$ cat src/logic/dma_pkg.sv
// Shared widths and types; addresses are byte based and word aligned, lengths count 32-bit words
package dma_pkg;

    // ----------------------------------------------------------
    // Widths
    // ----------------------------------------------------------

    // Byte address width on the source bus
    localparam int unsigned ADDR_W = 24;

    // One data word on Wishbone, in the buffer and on the stream
    localparam int unsigned DATA_W = 32;

    // Word count of a single request
    localparam int unsigned LEN_W = 16;

    // Address stride between consecutive source words
    localparam int unsigned WORD_BYTES = DATA_W / 8;

    // ----------------------------------------------------------
    // Vector types
    // ----------------------------------------------------------

    // Source and Wishbone byte address
    typedef logic [ADDR_W-1:0] addr_t;

    // Payload word
    typedef logic [DATA_W-1:0] data_t;

    // Request length and remaining counters
    typedef logic [LEN_W-1:0] len_t;

    // ----------------------------------------------------------
    // Reader FSM
    // ----------------------------------------------------------

    // WAIT_SPACE doubles as the release cycle after each ack
    typedef enum logic [1:0] {
        IDLE,
        READ,
        WAIT_SPACE
    } rd_state_e;

endpackage

$ cat src/logic/dma_req_gate.sv
// One transfer at a time; zero lengths answered with an error and no bus or stream activity
`timescale 1ns/1ns

module dma_req_gate
    import dma_pkg::*;
(
    input  logic  clk_i,
    input  logic  rst_n_i,
    // Request handshake
    input  logic  req_valid_i,
    input  addr_t req_src_addr_i,
    input  len_t  req_len_i,
    output logic  req_ready_o,
    // Response handshake
    output logic  rsp_valid_o,
    output logic  rsp_error_o,
    input  logic  rsp_ready_i,
    // Transfer launch towards reader and writer
    output logic  start_o,
    output addr_t base_addr_o,
    output len_t  word_count_o,
    // Completion from the writer
    input  logic  done_i,
    output logic  busy_o
);

    typedef enum logic [1:0] {
        GATE_IDLE,
        GATE_ACTIVE,
        GATE_RESPOND
    } gate_state_e;

    gate_state_e state_q;
    logic        rsp_error_q;
    logic        req_fire;
    logic        len_zero;

    // Only idle with no response pending may take a request
    assign req_ready_o = (state_q == GATE_IDLE);
    assign req_fire    = req_valid_i && req_ready_o;
    assign len_zero    = (req_len_i == '0);

    // Launch in the acceptance cycle so the reader strobes one cycle later
    assign start_o      = req_fire && !len_zero;
    assign base_addr_o  = req_src_addr_i;
    assign word_count_o = req_len_i;

    assign rsp_valid_o = (state_q == GATE_RESPOND);
    assign rsp_error_o = rsp_error_q;
    assign busy_o      = (state_q != GATE_IDLE);

    // ----------------------------------------------------------
    // Gate FSM
    // ----------------------------------------------------------
    always_ff @(posedge clk_i) begin
        if (!rst_n_i) begin
            state_q     <= GATE_IDLE;
            rsp_error_q <= 1'b0;
        end else begin
            case (state_q)
                GATE_IDLE: begin
                    if (req_fire) begin
                        // Zero length skips the datapath entirely
                        state_q     <= len_zero ? GATE_RESPOND : GATE_ACTIVE;
                        rsp_error_q <= len_zero;
                    end
                end
                GATE_ACTIVE: begin
                    // Writer saw the last beat go out
                    if (done_i) begin
                        state_q     <= GATE_RESPOND;
                        rsp_error_q <= 1'b0;
                    end
                end
                GATE_RESPOND: begin
                    if (rsp_ready_i) begin
                        state_q <= GATE_IDLE;
                    end
                end
                default: state_q <= GATE_IDLE;
            endcase
        end
    end

    // Writer completion only ever lands on a running transfer
    assert property (@(posedge clk_i) disable iff (!rst_n_i)
        done_i |-> state_q == GATE_ACTIVE);

endmodule

$ cat src/logic/dma_wb_reader.sv
// Wishbone classic read-only master; one word per bus cycle, low two address bits forced to zero
`timescale 1ns/1ns

module dma_wb_reader
    import dma_pkg::*;
(
    input  logic  clk_i,
    input  logic  rst_n_i,
    // Launch from the gate
    input  logic  start_i,
    input  addr_t base_addr_i,
    input  len_t  word_count_i,
    // Wishbone master side
    output logic  wb_cyc_o,
    output logic  wb_stb_o,
    output addr_t wb_adr_o,
    input  data_t wb_dat_i,
    input  logic  wb_ack_i,
    // Buffer write port
    output logic  buf_push_o,
    output data_t buf_data_o,
    input  logic  buf_not_full_i
);

    rd_state_e state_q;
    addr_t     addr_q;
    len_t      remaining_q;
    logic      last_word;

    // Bus cycle lives exactly as long as the READ state
    assign wb_cyc_o = (state_q == READ);
    assign wb_stb_o = (state_q == READ);
    assign wb_adr_o = addr_q;

    // Ack data goes straight into the buffer on the same edge
    assign buf_push_o = (state_q == READ) && wb_ack_i;
    assign buf_data_o = wb_dat_i;

    assign last_word = (remaining_q == len_t'(1));

    // ----------------------------------------------------------
    // Reader FSM
    // ----------------------------------------------------------
    always_ff @(posedge clk_i) begin
        if (!rst_n_i) begin
            state_q     <= IDLE;
            addr_q      <= '0;
            remaining_q <= '0;
        end else begin
            case (state_q)
                IDLE: begin
                    if (start_i) begin
                        // Byte offset bits dropped, sources are word aligned
                        addr_q      <= base_addr_i & ~addr_t'(WORD_BYTES - 1);
                        remaining_q <= word_count_i;
                        state_q     <= buf_not_full_i ? READ : WAIT_SPACE;
                    end
                end
                READ: begin
                    // Address and strobe held until the slave answers
                    if (wb_ack_i) begin
                        addr_q      <= addr_q + addr_t'(WORD_BYTES);
                        remaining_q <= remaining_q - len_t'(1);
                        // Strobe drops after every ack
                        state_q     <= last_word ? IDLE : WAIT_SPACE;
                    end
                end
                WAIT_SPACE: begin
                    // Also waits out a full buffer
                    if (buf_not_full_i) begin
                        state_q <= READ;
                    end
                end
                default: state_q <= IDLE;
            endcase
        end
    end

endmodule

$ cat src/logic/dma_beat_buffer.sv
// Circular FIFO with comb head output; BufferDepth must be 2 or more, push and pop may coincide
`timescale 1ns/1ns

module dma_beat_buffer
    import dma_pkg::*;
#(
    parameter int unsigned BufferDepth = 4
) (
    input  logic  clk_i,
    input  logic  rst_n_i,
    // Write side, from the reader
    input  logic  push_i,
    input  data_t push_data_i,
    output logic  not_full_o,
    // Read side, to the writer
    input  logic  pop_i,
    output data_t pop_data_o,
    output logic  not_empty_o
);

    localparam int unsigned PtrW = $clog2(BufferDepth);
    localparam int unsigned CntW = $clog2(BufferDepth + 1);

    typedef logic [PtrW-1:0] ptr_t;
    typedef logic [CntW-1:0] cnt_t;

    data_t mem_q [BufferDepth];
    ptr_t  wr_ptr_q;
    ptr_t  rd_ptr_q;
    cnt_t  count_q;

    // Wrap at the depth, which need not be a power of two
    function automatic ptr_t next_ptr(input ptr_t ptr);
        ptr_t nxt;
        if (ptr == ptr_t'(BufferDepth - 1)) begin
            nxt = '0;
        end else begin
            nxt = ptr + ptr_t'(1);
        end
        return nxt;
    endfunction

    assign not_full_o  = (count_q != cnt_t'(BufferDepth));
    assign not_empty_o = (count_q != '0);

    // Head word visible without a read cycle
    assign pop_data_o = mem_q[rd_ptr_q];

    // ----------------------------------------------------------
    // Storage
    // ----------------------------------------------------------
    always_ff @(posedge clk_i) begin
        if (push_i) begin
            mem_q[wr_ptr_q] <= push_data_i;
        end
    end

    // ----------------------------------------------------------
    // Pointers and occupancy
    // ----------------------------------------------------------
    always_ff @(posedge clk_i) begin
        if (!rst_n_i) begin
            wr_ptr_q <= '0;
            rd_ptr_q <= '0;
            count_q  <= '0;
        end else begin
            if (push_i) begin
                wr_ptr_q <= next_ptr(wr_ptr_q);
            end
            if (pop_i) begin
                rd_ptr_q <= next_ptr(rd_ptr_q);
            end
            // Simultaneous push and pop leaves the count alone
            case ({push_i, pop_i})
                2'b10:   count_q <= count_q + cnt_t'(1);
                2'b01:   count_q <= count_q - cnt_t'(1);
                default: count_q <= count_q;
            endcase
        end
    end

    // Reader must respect the full flag
    assert property (@(posedge clk_i) disable iff (!rst_n_i) push_i |-> not_full_o);

    // Writer must respect the empty flag
    assert property (@(posedge clk_i) disable iff (!rst_n_i) pop_i |-> not_empty_o);

endmodule

$ cat src/logic/dma_stream_writer.sv
// Valid/ready stream source; last marks the final word, done pulses the cycle after it is taken
`timescale 1ns/1ns

module dma_stream_writer
    import dma_pkg::*;
(
    input  logic  clk_i,
    input  logic  rst_n_i,
    // Launch from the gate
    input  logic  start_i,
    input  len_t  word_count_i,
    // Buffer read port
    output logic  buf_pop_o,
    input  data_t buf_data_i,
    input  logic  buf_not_empty_i,
    // Stream output
    output logic  st_valid_o,
    output data_t st_data_o,
    output logic  st_last_o,
    input  logic  st_ready_i,
    // Completion towards the gate
    output logic  done_o
);

    logic active_q;
    logic done_q;
    len_t remaining_q;
    logic beat_fire;
    logic last_beat;

    // Buffer head shown directly as the beat
    assign st_valid_o = active_q && buf_not_empty_i;
    assign st_data_o  = buf_data_i;

    assign last_beat = (remaining_q == len_t'(1));
    assign st_last_o = st_valid_o && last_beat;

    // Handshake pops the head
    assign beat_fire = st_valid_o && st_ready_i;
    assign buf_pop_o = beat_fire;

    assign done_o = done_q;

    // ----------------------------------------------------------
    // Beat counter
    // ----------------------------------------------------------
    always_ff @(posedge clk_i) begin
        if (!rst_n_i) begin
            active_q    <= 1'b0;
            done_q      <= 1'b0;
            remaining_q <= '0;
        end else begin
            // Single cycle pulse
            done_q <= 1'b0;
            if (start_i) begin
                active_q    <= 1'b1;
                remaining_q <= word_count_i;
            end else if (beat_fire) begin
                remaining_q <= remaining_q - len_t'(1);
                if (last_beat) begin
                    active_q <= 1'b0;
                    done_q   <= 1'b1;
                end
            end
        end
    end

    // Between transfers the buffer stays empty
    assert property (@(posedge clk_i) disable iff (!rst_n_i)
        !active_q |-> !buf_not_empty_i);

    // A beat never shows up with its count already used up
    assert property (@(posedge clk_i) disable iff (!rst_n_i)
        $rose(st_valid_o) |-> remaining_q != '0);

endmodule

$ cat src/logic/dma_backend_top.sv
// 1D copy engine, Wishbone classic source to valid/ready stream; word aligned, one transfer at a time
`timescale 1ns/1ns

module dma_backend_top
    import dma_pkg::*;
#(
    parameter int unsigned BufferDepth = 4
) (
    input  logic  clk_i,
    input  logic  rst_n_i,
    // Request
    input  logic  req_valid_i,
    output logic  req_ready_o,
    input  addr_t req_src_addr_i,
    input  len_t  req_len_i,
    // Response
    output logic  rsp_valid_o,
    output logic  rsp_error_o,
    input  logic  rsp_ready_i,
    // Wishbone read master
    output logic  wb_cyc_o,
    output logic  wb_stb_o,
    output addr_t wb_adr_o,
    input  data_t wb_dat_i,
    input  logic  wb_ack_i,
    // Stream out
    output logic  st_valid_o,
    output data_t st_data_o,
    output logic  st_last_o,
    input  logic  st_ready_i,
    // Status
    output logic  busy_o
);

    // Launch and completion
    logic  start;
    addr_t base_addr;
    len_t  word_count;
    logic  done;

    // Reader to buffer
    logic  push;
    data_t push_data;
    logic  not_full;

    // Buffer to writer
    logic  pop;
    data_t pop_data;
    logic  not_empty;

    // ----------------------------------------------------------
    // Input side
    // ----------------------------------------------------------
    dma_req_gate i_req_gate (
        .clk_i          ( clk_i          ),
        .rst_n_i        ( rst_n_i        ),
        .req_valid_i    ( req_valid_i    ),
        .req_src_addr_i ( req_src_addr_i ),
        .req_len_i      ( req_len_i      ),
        .req_ready_o    ( req_ready_o    ),
        .rsp_valid_o    ( rsp_valid_o    ),
        .rsp_error_o    ( rsp_error_o    ),
        .rsp_ready_i    ( rsp_ready_i    ),
        .start_o        ( start          ),
        .base_addr_o    ( base_addr      ),
        .word_count_o   ( word_count     ),
        .done_i         ( done           ),
        .busy_o         ( busy_o         )
    );

    // ----------------------------------------------------------
    // Read path and decoupling
    // ----------------------------------------------------------
    dma_wb_reader i_wb_reader (
        .clk_i          ( clk_i      ),
        .rst_n_i        ( rst_n_i    ),
        .start_i        ( start      ),
        .base_addr_i    ( base_addr  ),
        .word_count_i   ( word_count ),
        .wb_cyc_o       ( wb_cyc_o   ),
        .wb_stb_o       ( wb_stb_o   ),
        .wb_adr_o       ( wb_adr_o   ),
        .wb_dat_i       ( wb_dat_i   ),
        .wb_ack_i       ( wb_ack_i   ),
        .buf_push_o     ( push       ),
        .buf_data_o     ( push_data  ),
        .buf_not_full_i ( not_full   )
    );

    dma_beat_buffer #(
        .BufferDepth ( BufferDepth )
    ) i_beat_buffer (
        .clk_i       ( clk_i     ),
        .rst_n_i     ( rst_n_i   ),
        .push_i      ( push      ),
        .push_data_i ( push_data ),
        .not_full_o  ( not_full  ),
        .pop_i       ( pop       ),
        .pop_data_o  ( pop_data  ),
        .not_empty_o ( not_empty )
    );

    // ----------------------------------------------------------
    // Output side
    // ----------------------------------------------------------
    dma_stream_writer i_stream_writer (
        .clk_i           ( clk_i      ),
        .rst_n_i         ( rst_n_i    ),
        .start_i         ( start      ),
        .word_count_i    ( word_count ),
        .buf_pop_o       ( pop        ),
        .buf_data_i      ( pop_data   ),
        .buf_not_empty_i ( not_empty  ),
        .st_valid_o      ( st_valid_o ),
        .st_data_o       ( st_data_o  ),
        .st_last_o       ( st_last_o  ),
        .st_ready_i      ( st_ready_i ),
        .done_o          ( done       )
    );

endmodule

$ cat config.mk
export PLATFORM = sky130hd
export DESIGN_NAME = dma_backend_top
export DESIGN_NICKNAME = d
export VERILOG_FILES = /design/src/logic/dma_pkg.sv /design/src/logic/dma_req_gate.sv /design/src/logic/dma_wb_reader.sv /design/src/logic/dma_beat_buffer.sv /design/src/logic/dma_stream_writer.sv /design/src/logic/dma_backend_top.sv
export SDC_FILE = /design/constraint.sdc
export NUM_CORES = 1
export LEC_CHECK = 0
export ABC_AREA = 1
export BUFFER_PORTS_ARGS = -buffer_cell sky130_fd_sc_hd__clkbuf_2
export CELL_PAD_IN_SITES_DETAIL_PLACEMENT = 1
export CELL_PAD_IN_SITES_GLOBAL_PLACEMENT = 2
export CORE_UTILIZATION = 37
export CTS_CLUSTER_DIAMETER = 100
export DETAILED_ROUTE_END_ITERATION = 7
export PLACE_DENSITY_LB_ADDON = 0.1
export SLEW_MARGIN = 20
export SYNTH_ARGS = -nofsm -noshare
export SYNTH_HDL_FRONTEND = slang
export SYNTH_SLANG_ARGS = --single-unit
$ cat constraint.sdc
create_clock -name clk_i -period 4.1 [get_ports clk_i]
set_input_delay 0 -clock clk_i [delete_from_list [all_inputs] [get_ports clk_i]]
set_output_delay 0 -clock clk_i [all_outputs]
set_load 0.01 [all_outputs]
; Yosys cells after proc, flatten, opt, wreduce, memory -nomap -nowiden
; Memories as Yosys holds them, arrays and structs flattened. A register that Yosys moved wholly into a read port is not among the register bits.
; Index checks and enable logic that the tools add are counted.
[totals]
reg_bits = 70
input_bits = 78
ram_bits = 128
word_cells = 94
out_inout_bits = 64
n_memories = 1
[memory_table]
columns = name, words, width, read_ports, rd_clocked_by_memory_dff, wr, line
row1 = i_beat_buffer.mem_q, 4, 32, 1, 1, 1, dma_beat_buffer.sv:27  ; data_t mem_q [BufferDepth];
[classes]
muxes = 33
n_reduce_logical = 23
bitwise = 2
add_sub_neg = 7
eq_ne = 17
[ops]
columns = op, count
row1 = $mux 16, 4
row2 = $mux 24, 2
row3 = $pmux 24 s2, 1
row4 = $eq 16x1->1 const B, 2
row5 = $pmux 16 s2, 1
row6 = $sub 16x1->16 const B, 2
row7 = $mux 2, 13
row8 = $add 24x3->24 const B, 1
row9 = $logic_not 16->1, 1
row10 = $pmux 2 s3, 2
row11 = $reduce_and 3->1, 4
row12 = $reduce_bool 2->1, 6
row13 = $eq 2x2->1 const B, 5
row14 = $mux 1, 8
row15 = $ne 2x1->1 const B, 4
row16 = $eq 2x1->1 const B, 3
row17 = $logic_and 1x1->1, 6
row18 = $pmux 3 s2, 1
row19 = $add 2x1->2 const B, 2
row20 = $logic_not 2->1, 2
row21 = $ne 2x2->1 const B, 2
row22 = $add 3x1->3 const B, 1
row23 = $ne 3x3->1 const B, 1
row24 = $reduce_bool 3->1, 1
row25 = 6 further kinds, 7

; Longest topological paths before layout
; Gate-level depths: netlist of run 1.
[depth]
depth_word = 5
depth_mapped = 12
mapped_depth_nobuf = 11

; Modules after synthesis
; Synthesis of run 1 repeated with hierarchy kept, for this count alone.
[hier_totals]
cells_unflattened = 1159
hier_area_um2 = 10304.9
[modules_own_cells]
columns = module, area_each_um2, instances, cells_each, seq_area_each_um2
row1 = dma_beat_buffer, 5237.5, 1, 369, 4023.9
row2 = dma_wb_reader, 2992.9, 1, 484, 800.8
row3 = dma_stream_writer, 1545.2, 1, 227, 360.3
row4 = dma_req_gate, 529.3, 1, 79, 60.1

; Worst setup path after synthesis of run 1
; OpenSTA, ideal clock, no wires.
[synth_path]
kind = register to register
startpoint = register i_wb_reader.state_q[0]
endpoint = memory i_beat_buffer.mem_q[0][0] (netlist name) (enable)
setup_time_ps = 421
arrival_ps = 2218
setup_slack_ps = 1461
synth_period_minus_slack_ps = 2639
t_required_ps = 3679
path_buffers = 1
stages_incl_launch_ff = 6
path_cell_list = dfxtp_1 -> inv_2 -> nor2_4 -> nand2_2 -> buf_1 -> nor2_1
[synth_via]
elab_chain_len = 4
[synth_rtl]
columns = element, line
row1 = start: declaration, dma_wb_reader.sv:25  ; rd_state_e state_q;
row2 = start signal: assignment, dma_wb_reader.sv:56  ; state_q <= buf_not_full_i ? READ : WAIT_SPACE;
row3 = start signal: assignment, dma_wb_reader.sv:65  ; state_q <= last_word ? IDLE : WAIT_SPACE;
row4 = $eq 2x1->1, dma_wb_reader.sv:36  ; assign buf_push_o = (state_q == READ) && wb_ack_i;
row5 = $logic_and 1x1->1, dma_wb_reader.sv:36
row6 = $mux 1, dma_beat_buffer.sv:53  ; if (push_i) begin
row7 = $mux 1 (not written as such), dma_beat_buffer.sv:54  ; mem_q[wr_ptr_q] <= push_data_i;
row8 = end: declaration, dma_beat_buffer.sv:27
; Every way passes these cells.

==> reports/results.tsv, run 1 <==
metric	value	unit
endpoint_kind	output port	
syn_avg_cell_area	8.66	um^2
yosys.area.top_type	edfxtp_1	
hpwl	16700	um
drt-total-wl	26000	um
final_util	46.6	%
vias	8039	
routed_via_density	4.95	
outcome	finished clean	
cp.required	4.10	ns
grt_pass1_wl	42100	um
min_period	2.41	ns
irDropWorstVdd	0.283	mV
die_y	162	um
cts_tree	built	
grt.overflow.total	0	
synth-seq-cells	198	
synth_cell_types	44	
tns	0	ns
num_io_pins	142	
ant_nets	0	
clkTransAtPathRegs	0.08	ns
fin_crit_sh	58.8	%
numCtsBuffers	17	
place.port_buffers	137	
cp_top_family	buffers and inverters	
die_area	26200	um^2
finalHoldViolCount	0	
drive_gt1_share	16.2	%
num_rows	58	
worst_pin_slew	1.06	ns
cap_violations	0	
max_freq	415	MHz
syn_to_final_growth	23.5	%
yosysWarningCount	0	
netlist_top_cells_area	edfxtp_1 41%, dfxtp_1 15%, nor2_1 8.6%, nand2_1 8.2%, o21ai_0 6.1%	
slowest_delay	0.76	ns
cp_max_fo	33	
cts_setup_buffers	0	
rsz0062_at_grt	no	
cts-root-buf	clkbuf_16	
syn_area	9470	um^2
yosysMostFrequentCell	nor2_1	
wl_per_cell	16.0	um
hold_class	primary input to flip-flop	
yosysSeqAreaShare	55.4	%
globalRouteTotalUtil	20.5	%
powerDensity	459	nW/um^2
cts-htree-levels	4	
drv_slew	0	
holdWs	0.00803	ns
slowest_stage	inv_1	
antenna_found_initial	1	
initial_core_util	37.7	%
setup_violations	0	
gp_congestion	0.756	
fillCellCount	3011	
core-area	25100	um^2
synth_top_area_share	40.6	%
die_w	162	um
cts_buffer_depth	2	
drtIter0Drc	343	
synth_edf_count	128	
power	5.38	mW
cellLeakagePower	4.64	nW
first_pass_iters	6	
fin_worst_skew	0.0150	ns
preCtsSetupSlack	1.79	ns
relSlewSlack	29.5	%
multi_input_area	3690	um^2
async_flop_share	0	%
fin_nets	1370	
synth_cells	1094	
clk_latency	0.44	ns
cts_sinks	198	
grt_max_degree	65	
yosys-top-cells-count	216 x nor2_1, 208 x nand2_1, 128 x edfxtp_1, 116 x o21ai_0	
path_cells	buf_4 -> inv_1 -> o21ai_0 -> o22ai_1 -> clkbuf_2	
drcViolationCount	0	
grt_pass1_vias	8279	
regArea	5250	um^2
setup_slack	1.69	ns
cp_num_buf_inv	3	
crit_arrival	2.41	ns
worst_setup_path_start_kind	flip-flop	
crit_type	flip-flop to output port	
ys.flop_type	edfxtp_1	
where the power goes:
| group | total, mW | switching [mW] | internal, mW |
|---|---|---|---|
| Combinational | 1.24 | 0.800 | 0.443 |
| Clock | 1.70 | 0.871 | 0.830 |
| Sequential | 2.43 | 0.150 | 2.28 |
| Total | 5.38 | 1.82 | 3.56 |
tightest hold or removal path, delay by kind of cell:
kind                   cells  cell delay (ns)
and+or+nand+nor            3             0.25
buffers and inverters      1             0.11
AOI/OAI and AO/OA          1             0.03
area by class of cell:
type | count | area share (%)
Multi-Input combinational cell | 773 | 31.5
Inverter | 73 | 2.38
Antenna cell | 1 | 0.0214
Tap cell | 330 | 3.53
Clock inverter | 14 | 1.45
Clock buffer | 18 | 3.67
Sequential cell | 198 | 44.8
Timing Repair Buffer | 217 | 12.6
flip-flops by register name (all words and copies together), names as in the netlist, named ones only:
name and cells:
i_beat_buffer.count_q 3, i_beat_buffer.mem_q 128, i_beat_buffer.rd_ptr_q 2, i_beat_buffer.wr_ptr_q 2
i_req_gate.rsp_error_o 1, i_req_gate.state_q 2, i_stream_writer.active_q 1, i_stream_writer.done_o 1
i_stream_writer.remaining_q 16, i_wb_reader.remaining_q 16, i_wb_reader.state_q 2, i_wb_reader.wb_adr_o 22
final timing paths:
check | from | endpoint | slack [ns] | depth (start not counted)
min | wb_ack_i | i_wb_reader.state_q[0]$_SDFFE_PN0P_ | 0.008 | 5
max reg2reg | i_wb_reader.state_q[0]$_SDFFE_PN0P_ | i_beat_buffer.count_q[2]$_SDFFE_PN0P_ | 1.84 | 10
min reg2reg | i_req_gate.rsp_error_o$_SDFFE_PN0P_ | i_req_gate.rsp_error_o$_SDFFE_PN0P_ | 0.47 | 2
max | flip-flop | st_data_o[6] | 1.69 | 5
logic make-up after synthesis:
| family | share of synthesized area, % |
|---|---|
| flops | 55.4 |
| simple gates | 23.9 |
| compound gates | 12.0 |
| other cells | 0.0396 |
| fa+ha+maj | 1.66 |
| xor+xnor | 1.02 |
| buf+inv | 6.00 |
cells in the final DEF, fill, tap and decap left out, types with 5 or more instances in the layout:
master / n
inv_6: 6
nand2_1: 208
nand3_1: 70
nand3b_1: 6
clkbuf_2: 137
ha_1: 11
a21oi_1: 41
nand4_1: 8
nor2_1: 212
edfxtp_1: 128
clkbuf_16: 17
o21ai_0: 116
buf_4: 7
dlygate4sd3_1: 73
xor2_1: 8
or2_2: 8
inv_1: 66
o22ai_1: 35
clkinv_8: 5
dfxtp_1: 69
a21boi_0: 5
o21ai_1: 5
nor2_4: 8
timing repair:
| item | in CTS | in global routing |
|---|---|---|
| resized for setup | 0 | 0 |
| setup endpoints to repair | 0 | 0 |
| hold buffers | 73 | 0 |
| hold endpoints to repair | 181 | 0 |
metrics by stage:
stage	instances	cell area, um^2
2_1_floorplan	1095	9470
3_3_place_gp	1518	10400
3_5_place_dp	1518	10400
4_1_cts	1623	11700
5_1_grt	1624	11700
6_report	1624	11700
metal layers:
metal | vias up | GRT usage (%) | wire length [um]
met2 | 104 | 36.9 | 13000
met4 | 0 | 5.49 | 282
met1 | 3864 | 25.8 | 12000
met5 | - | 0 | 0
met3 | 18 | 2.43 | 633
li1 | 4053 | - | -
Note: power is estimated with default switching activity, not from simulation.
==> run 2, diff against run 1 <==
--- a/config.mk
+++ b/config.mk
@@ -5,11 +5,11 @@
 export SDC_FILE = /design/constraint.sdc
 export NUM_CORES = 1
 export LEC_CHECK = 0
-export ABC_AREA = 1
+export ABC_AREA = 0
 export BUFFER_PORTS_ARGS = -buffer_cell sky130_fd_sc_hd__clkbuf_2
 export CELL_PAD_IN_SITES_DETAIL_PLACEMENT = 1
 export CELL_PAD_IN_SITES_GLOBAL_PLACEMENT = 2
-export CORE_UTILIZATION = 37
+export CORE_UTILIZATION = 38
 export CTS_CLUSTER_DIAMETER = 100
 export DETAILED_ROUTE_END_ITERATION = 7
 export PLACE_DENSITY_LB_ADDON = 0.1
==> constraint.sdc (replaced) <==
create_clock -name clk_i -period 2.5 [get_ports clk_i]
set_input_delay 0 -clock clk_i [delete_from_list [all_inputs] [get_ports clk_i]]
set_output_delay 0 -clock clk_i [all_outputs]
set_load 0.01 [all_outputs]
==> run 2 against run 1 <==
Net effect: sequential cell count did not move; die area fell by 11%; via count fell by 19%; sequential share of layout area rose by 2.5 points; sequential power rose by 54%; final area fell by 5.3%; non-clock buffer count rose by 14; cell count fell by 26%; area after synthesis fell by 8.7%; count of clock-buffer cells in the layout did not move; register-to-register slack got worse by 1.6 ns; total power rose by 42%; largest power group unchanged; highest routed layer unchanged.
==> reports/results.tsv, run 2 <==
metric	value	unit	change
outcome	finished clean		
power	7.63	mW	+42%
yosysMostFrequentCell	edfxtp_1		
crit_arrival	2.66	ns	+0.25 ns
ant_nets	0		unchanged
min_period	2.30	ns	
cp_max_fo	9		-73%
num_antenna_cells	0		-1
setup_violations	0		unchanged
core-area	22100	um^2	-12%
hold_depth	4		-1
wl_per_cell	19.0	um	+19%
endpoint_kind	flip-flop		
slowest_stage	dfxtp_1		
pwr-share-clk	36.7	%	+5.1 points
holdWs	0.0254	ns	+0.0174 ns
layout_common_cells	137 x clkbuf_2, 128 x edfxtp_1, 73 x dlygate4sd3_1, 69 x a21oi_1, 68 x dfxtp_1		
relSlewSlack	45.2	%	+16 points
path_cells	o31a_1 -> nand2_1 -> inv_4 -> ha_1 -> inv_1 -> fa_1 -> xor2_1 -> or3_1 -> a21oi_1		
drt-total-wl	23000	um	-12%
ys.flop_type	edfxtp_1		
worst_pin_slew	0.823	ns	-0.233 ns
yosys-top-cells-count	128 x edfxtp_1, 70 x dfxtp_1, 69 x a21oi_1, 55 x nand2_1, 53 x o21ai_0		
place_inst	1103		-27%
synth_edf_count	128		unchanged
min_to	i_wb_reader.remaining_q[15]$_SDFFE_PN0P_		
numCtsBuffers	17		unchanged
hpwl	15200	um	-9.3%
p_sw_share	28.9	%	-5.0 points
cap_violations	0		unchanged
hold_class	primary input to flip-flop		
worstReg2RegStart	i_beat_buffer.count_q[0]$_SDFFE_PN0P_		
cts_setup_buffers	0		unchanged
fin_worst_skew	0.0115	ns	-0.00346 ns
setup_slack	0.201	ns	-1.49 ns
switchingPower	2.20	mW	+21%
grt.overflow.total	0		unchanged
syn_area	8650	um^2	-8.7%
finalHoldViolCount	0		unchanged
rrSetupSlack	0.20	ns	-1.64 ns
first_pass_iters	4		-2
cts_buffer_depth	2		unchanged
cp.required	2.86	ns	-1.24 ns
antenna_found_initial	0		-1
cts-root-buf	clkbuf_16		
r2r_end	i_beat_buffer.count_q[2]$_SDFFE_PN0P_		
yosysWarningCount	0		unchanged
grt_max_degree	81		+25%
grt_pass1_vias	6958		-16%
synth_cell_types	61		+39%
syn_avg_cell_area	12.2	um^2	+41%
irDropWorstVdd	0.472	mV	+67%
initial_core_util	39.2	%	+1.4 points
place.port_buffers	137		unchanged
stdcell_count	1208		-26%
clk_latency	0.44	ns	about the same
drv_slew	0		unchanged
syn_to_final_growth	28.1	%	
synth_cells	707		-35%
p_comb_share	14.2	%	-8.9 points
grt_pass1_wl	37300	um	-11%
top_register	i_beat_buffer.mem_q		
die_area	23400	um^2	-11%
worst_setup_path_start_kind	flip-flop		
powerDensity	689	nW/um^2	+50%
preCtsSetupSlack	0.198	ns	-1.59 ns
yosys.area.top_type	edfxtp_1		
max_freq	435	MHz	
fin_nets	1005		-27%
drcViolationCount	0		unchanged
clkTransAtPathRegs	0.08	ns	about the same
routed_via_density	5.38		+8.8%
layout_commonest_cell	clkbuf_2		
rsz0062_at_grt	no		
rr_worst_depth	9		-1
placedInstanceArea	9740	um^2	-6.0%
final_util	50.2	%	+3.6 points
finalInstanceArea	11100	um^2	-5.3%
seq_power_share	49.1	%	+3.8 points
num_rows	54		-6.9%
worstHoldStart	req_len_i[15]		
cp_top_family	adder cells		
fin_crit_sh	92.0	%	
cp_num_buf_inv	2		-1
async_flop_share	0	%	unchanged
cts_sinks	198		unchanged
largest_register_ffs	128		unchanged
yosysSeqAreaShare	60.6	%	+5.2 points
netlist_top_cells_area	edfxtp_1 44%, dfxtp_1 16%, mux4_2 8.3%, a21oi_1 4.0%, o21ai_0 3.1%		
cellLeakagePower	4.02	nW	-13%
cts_tree	built		
synth_top_area_share	44.4	%	+3.8 points
num_io_pins	142		unchanged
die_y	153	um	-5.6%
cts-htree-levels	4		unchanged
gp_congestion	0.753		-0.45%
synth-seq-cells	198		unchanged
die_w	153	um	-5.6%
tns	0	ns	unchanged
slowest_delay	0.38	ns	-0.38 ns
vias	6504		-19%
crit_type	flip-flop to flip-flop		
drive_gt1_share	26.7	%	+10 points
globalRouteTotalUtil	20.4	%	-0.096 points
drtIter0Drc	313		-8.7%
p_int	5.43	mW	+53%
-- run 2: cell count changes in the layout (fill, tap and decap cells not counted), sizes merged, moves of 35 or more --
cell,delta
inv,-56
nand3,-52
nor2,-174
nand2,-159
o22ai,-35
o21ai,-67
-- run 2: worst max-delay path by stage --
stage,end,depth (start not counted),from,slack [ns]
after global placement,i_beat_buffer.count_q[2]$_SDFFE_PN0P_,9,i_beat_buffer.count_q[2]$_SDFFE_PN0P_,0.33
after floorplan,i_beat_buffer.mem_q[0][0]$_DFFE_PP_,5,i_wb_reader.state_q[1]$_SDFFE_PN0P_,0.20
final,i_beat_buffer.count_q[2]$_SDFFE_PN0P_,9,i_beat_buffer.count_q[0]$_SDFFE_PN0P_,0.20
after global routing,i_beat_buffer.count_q[2]$_SDFFE_PN0P_,9,i_beat_buffer.count_q[0]$_SDFFE_PN0P_,0.02
after CTS,i_beat_buffer.count_q[2]$_SDFFE_PN0P_,9,i_beat_buffer.count_q[0]$_SDFFE_PN0P_,0.14
after detailed placement,i_beat_buffer.count_q[2]$_SDFFE_PN0P_,9,i_beat_buffer.count_q[0]$_SDFFE_PN0P_,0.20
-- run 2: layer usage --
metal	up-vias	GRT usage [%]	wire length (um)
met2	118	36.5	11600
met5	-	0	0
met3	22	3.66	756
met1	3252	25.3	10300
li1	3112	-	-
met4	0	5.39	254
-- run 2: kinds of logic (layout without fill, tap and decap cells) --
family                   after synthesis  after routing  synth area share [%]
adder cells (fa/ha/maj)               12             12                  1.82
buffers and inverters                 59            279                  2.82
AO/OA/AOI/OAI                        177            177                  12.1
multiplexers                          33             33                  8.46
AND/OR/NAND/NOR                      212            212                  12.6
flip-flops                           198            198                  60.6
other                                  1              2                0.0433
XOR/XNOR                              15             15                  1.52
-- run 2: cell type report --
type | instances | area, um^2
clock buffer | 18 | 429
clock inverter | 14 | 173
fill | 2349 | 11000
inverter | 16 | 62.6
multi-input combinational | 451 | 3180
sequential | 198 | 5250
tap | 280 | 350
timing repair buffer | 231 | 1640
-- run 2: what timing repair did --
action                     4_1_cts  5_1_grt
hold buffers                    73        0
gates resized for setup          0        1
hold endpoints to repair       183        0
setup endpoints to repair        0        1
-- run 2: power groups by stage --
stage	registers (mW)	logic, mW	clock network (mW)
after CTS	3.75	1.09	2.87
after global placement	3.81	0.960	0
after global routing	3.77	1.20	2.99
after detailed placement	3.83	0.988	0
final	3.75	1.08	2.80
after floorplan	3.80	0.611	0
-- run 2: tightest hold or removal path, cell delays in order --
cell and delay [ns]:
clkbuf_2 0.12, a22o_1 0.15, nand2_1 0.05, a21oi_1 0.11
==> run 3, diff against run 2 <==
--- a/config.mk
+++ b/config.mk
@@ -9,6 +9,7 @@
 export BUFFER_PORTS_ARGS = -buffer_cell sky130_fd_sc_hd__clkbuf_2
 export CELL_PAD_IN_SITES_DETAIL_PLACEMENT = 1
 export CELL_PAD_IN_SITES_GLOBAL_PLACEMENT = 2
+export CORE_MARGIN = 3
 export CORE_UTILIZATION = 38
 export CTS_CLUSTER_DIAMETER = 100
 export DETAILED_ROUTE_END_ITERATION = 7
==> run 3 against run 2 <==
Net effect: total power is essentially flat; via count grew 1.2%; die area grew 5.3%; clock power is essentially flat; fmax grew 0.47%; non-clock buffer count shrank 3; global-route usage shrank 1.4 points; sequential cell count is the same; utilization is essentially flat; first-iteration DRC count grew 16%; sequential share of layout area is essentially flat; critical path type unchanged; critical endpoint unchanged; largest power group unchanged; highest routed layer unchanged.
==> reports/results.tsv, run 3 (synthesis gave the netlist of run 2 again) <==
metric	value	unit	change
rsz0062_at_grt	no		
num_antenna_cells	0		unchanged
grt.overflow.total	0		unchanged
rrSetupSlack	0.21	ns	about the same
rr_worst_depth	9		unchanged
fin_nets	1002		-0.30%
numCtsBuffers	17		unchanged
cts_sinks	198		unchanged
drt-total-wl	23200	um	+1.1%
place.port_buffers	137		unchanged
syn_to_final_growth	28.1	%	about the same
die_area	24600	um^2	+5.3%
layout_common_cells	137 x clkbuf_2, 128 x edfxtp_1, 71 x dlygate4sd3_1, 69 x a21oi_1, 69 x dfxtp_1		
crit_end	i_beat_buffer.count_q[2]$_SDFFE_PN0P_		
finalHoldViolCount	0		unchanged
grt_pass1_wl	37000	um	-1.0%
min_period	2.29	ns	-0.0106 ns
cellLeakagePower	4.02	nW	about the same
fin_worst_skew	0.0145	ns	+0.00300 ns
cp_max_fo	9		unchanged
worst_pin_slew	0.828	ns	+0.00532 ns
stdcell_count	1205		-0.25%
crit_arrival	2.64	ns	-0.02 ns
cts-root-buf	clkbuf_16		
outcome	finished clean		
num_rows	54		unchanged
fillCellCount	2336		-0.55%
cp-startpoint	i_beat_buffer.count_q[2]$_SDFFE_PN0P_		
place_inst	1102		-0.091%
initial_core_util	39.2	%	unchanged
relSlewSlack	44.8	%	-0.35 points
drive_gt1_share	26.7	%	about the same
cts-htree-levels	4		unchanged
grt_max_degree	81		unchanged
powerDensity	689	nW/um^2	about the same
ant_nets	0		unchanged
hpwl	15100	um	-0.47%
clkTransAtPathRegs	0.08	ns	about the same
irDropWorstVdd	0.455	mV	-3.6%
cts_tree	built		
crit_type	flip-flop to flip-flop		
num_io_pins	142		unchanged
vias	6585		+1.2%
cp.required	2.85	ns	about the same
largest_register_ffs	128		unchanged
tns	0	ns	unchanged
globalRouteTotalUtil	19.0	%	-1.4 points
endpoint_kind	flip-flop		
setup_slack	0.212	ns	+0.0106 ns
drcViolationCount	0		unchanged
preCtsSetupSlack	0.191	ns	-0.00615 ns
max_freq	437	MHz	+0.47%
cts_setup_buffers	0		unchanged
layout_commonest_cell	clkbuf_2		
setup_violations	0		unchanged
cts_buffer_depth	2		unchanged
top_register	i_beat_buffer.mem_q		
antenna_found_initial	0		unchanged
grt_pass1_vias	6837		-1.7%
gp_congestion	0.780		+3.6%
cap_violations	0		unchanged
worstReg2RegStart	i_beat_buffer.count_q[2]$_SDFFE_PN0P_		
first_pass_iters	4		unchanged
wl_per_cell	19.3	um	+1.3%
worst_setup_path_start_kind	flip-flop		
routed_via_density	5.46		+1.5%
clk_latency	0.44	ns	about the same
drtIter0Drc	362		+16%
drv_slew	0		unchanged
die_w	157	um	+2.6%
core-area	22100	um^2	unchanged
holdWs	0.0152	ns	-0.0102 ns
die_y	157	um	+2.6%
fin_crit_sh	91.5	%	-0.43 points
hold_class	primary input to flip-flop		
r2r_end	i_beat_buffer.count_q[2]$_SDFFE_PN0P_		
-- run 3: layout make-up --
| class | instances | area (um^2) | area share, % |
|---|---|---|---|
| clock inverter | 15 | 186 | 1.68 |
| clock buffer | 17 | 425 | 3.84 |
| tap | 280 | 350 | 3.16 |
| timing repair buffer | 228 | 1620 | 14.6 |
| inverter | 16 | 62.6 | 0.565 |
| sequential | 198 | 5250 | 47.4 |
| multi-input combinational | 451 | 3190 | 28.8 |
-- run 3: per-layer routing --
layer / vias to the layer above / share of wire (%) / global-route usage [%]
li1: 3121 / - / -
met1: 3327 / 46 / 24.6
met2: 122 / 50 / 33.7
met3: 15 / 3.0 / 2.46
met4: 0 / 0.90 / 4.63
met5: - / 0 / 0
-- run 3: power breakdown --
part / switching [mW] / internal (mW) / total, mW
Clock: 1.42 / 1.37 / 2.80
Combinational: 0.624 / 0.456 / 1.08
Sequential: 0.142 / 3.61 / 3.75
-- run 3: timing repair --
item,in CTS,in global routing
hold buffers,71,0
hold endpoints to repair,183,0
resized for setup,0,2
endpoints found under the setup margin,0,1
-- run 3: worst min-delay path by stage --
stage                                                        to  cells past startpoint          startpoint  slack, ns
final                     i_wb_reader.wb_adr_o[10]$_SDFFE_PN0P_                      4  req_src_addr_i[10]       0.02
after CTS                 i_wb_reader.wb_adr_o[10]$_SDFFE_PN0P_                      4  req_src_addr_i[10]      0.002
after floorplan             i_beat_buffer.mem_q[0][0]$_DFFE_PP_                      0         wb_dat_i[0]        0.1
after global routing      i_wb_reader.wb_adr_o[10]$_SDFFE_PN0P_                      4  req_src_addr_i[10]       0.03
after global placement      i_beat_buffer.mem_q[1][9]$_DFFE_PP_                      1         wb_dat_i[9]       0.21
after detailed placement   i_beat_buffer.mem_q[0][23]$_DFFE_PP_                      1        wb_dat_i[23]       0.23
-- run 3: stage by stage --
step	utilization (%)	power [mW]	cell area [um^2]
finish	50.1	7.63	11100
global placement	44.1	4.77	9740
detailed placement	44.1	4.82	9740
global route	50.1	8.00	11100
CTS	50.1	7.72	11100
floorplan	-	4.42	8650
-- run 3: worst max-delay path, stage by stage (launching register included) --
cell     delay, ns
dfxtp_1       0.40
o31a_1        0.23
nand2_2       0.12
inv_4         0.12
ha_1          0.20
inv_1         0.07
fa_1          0.39
xor2_1        0.17
or3_1         0.33
a21oi_1       0.17
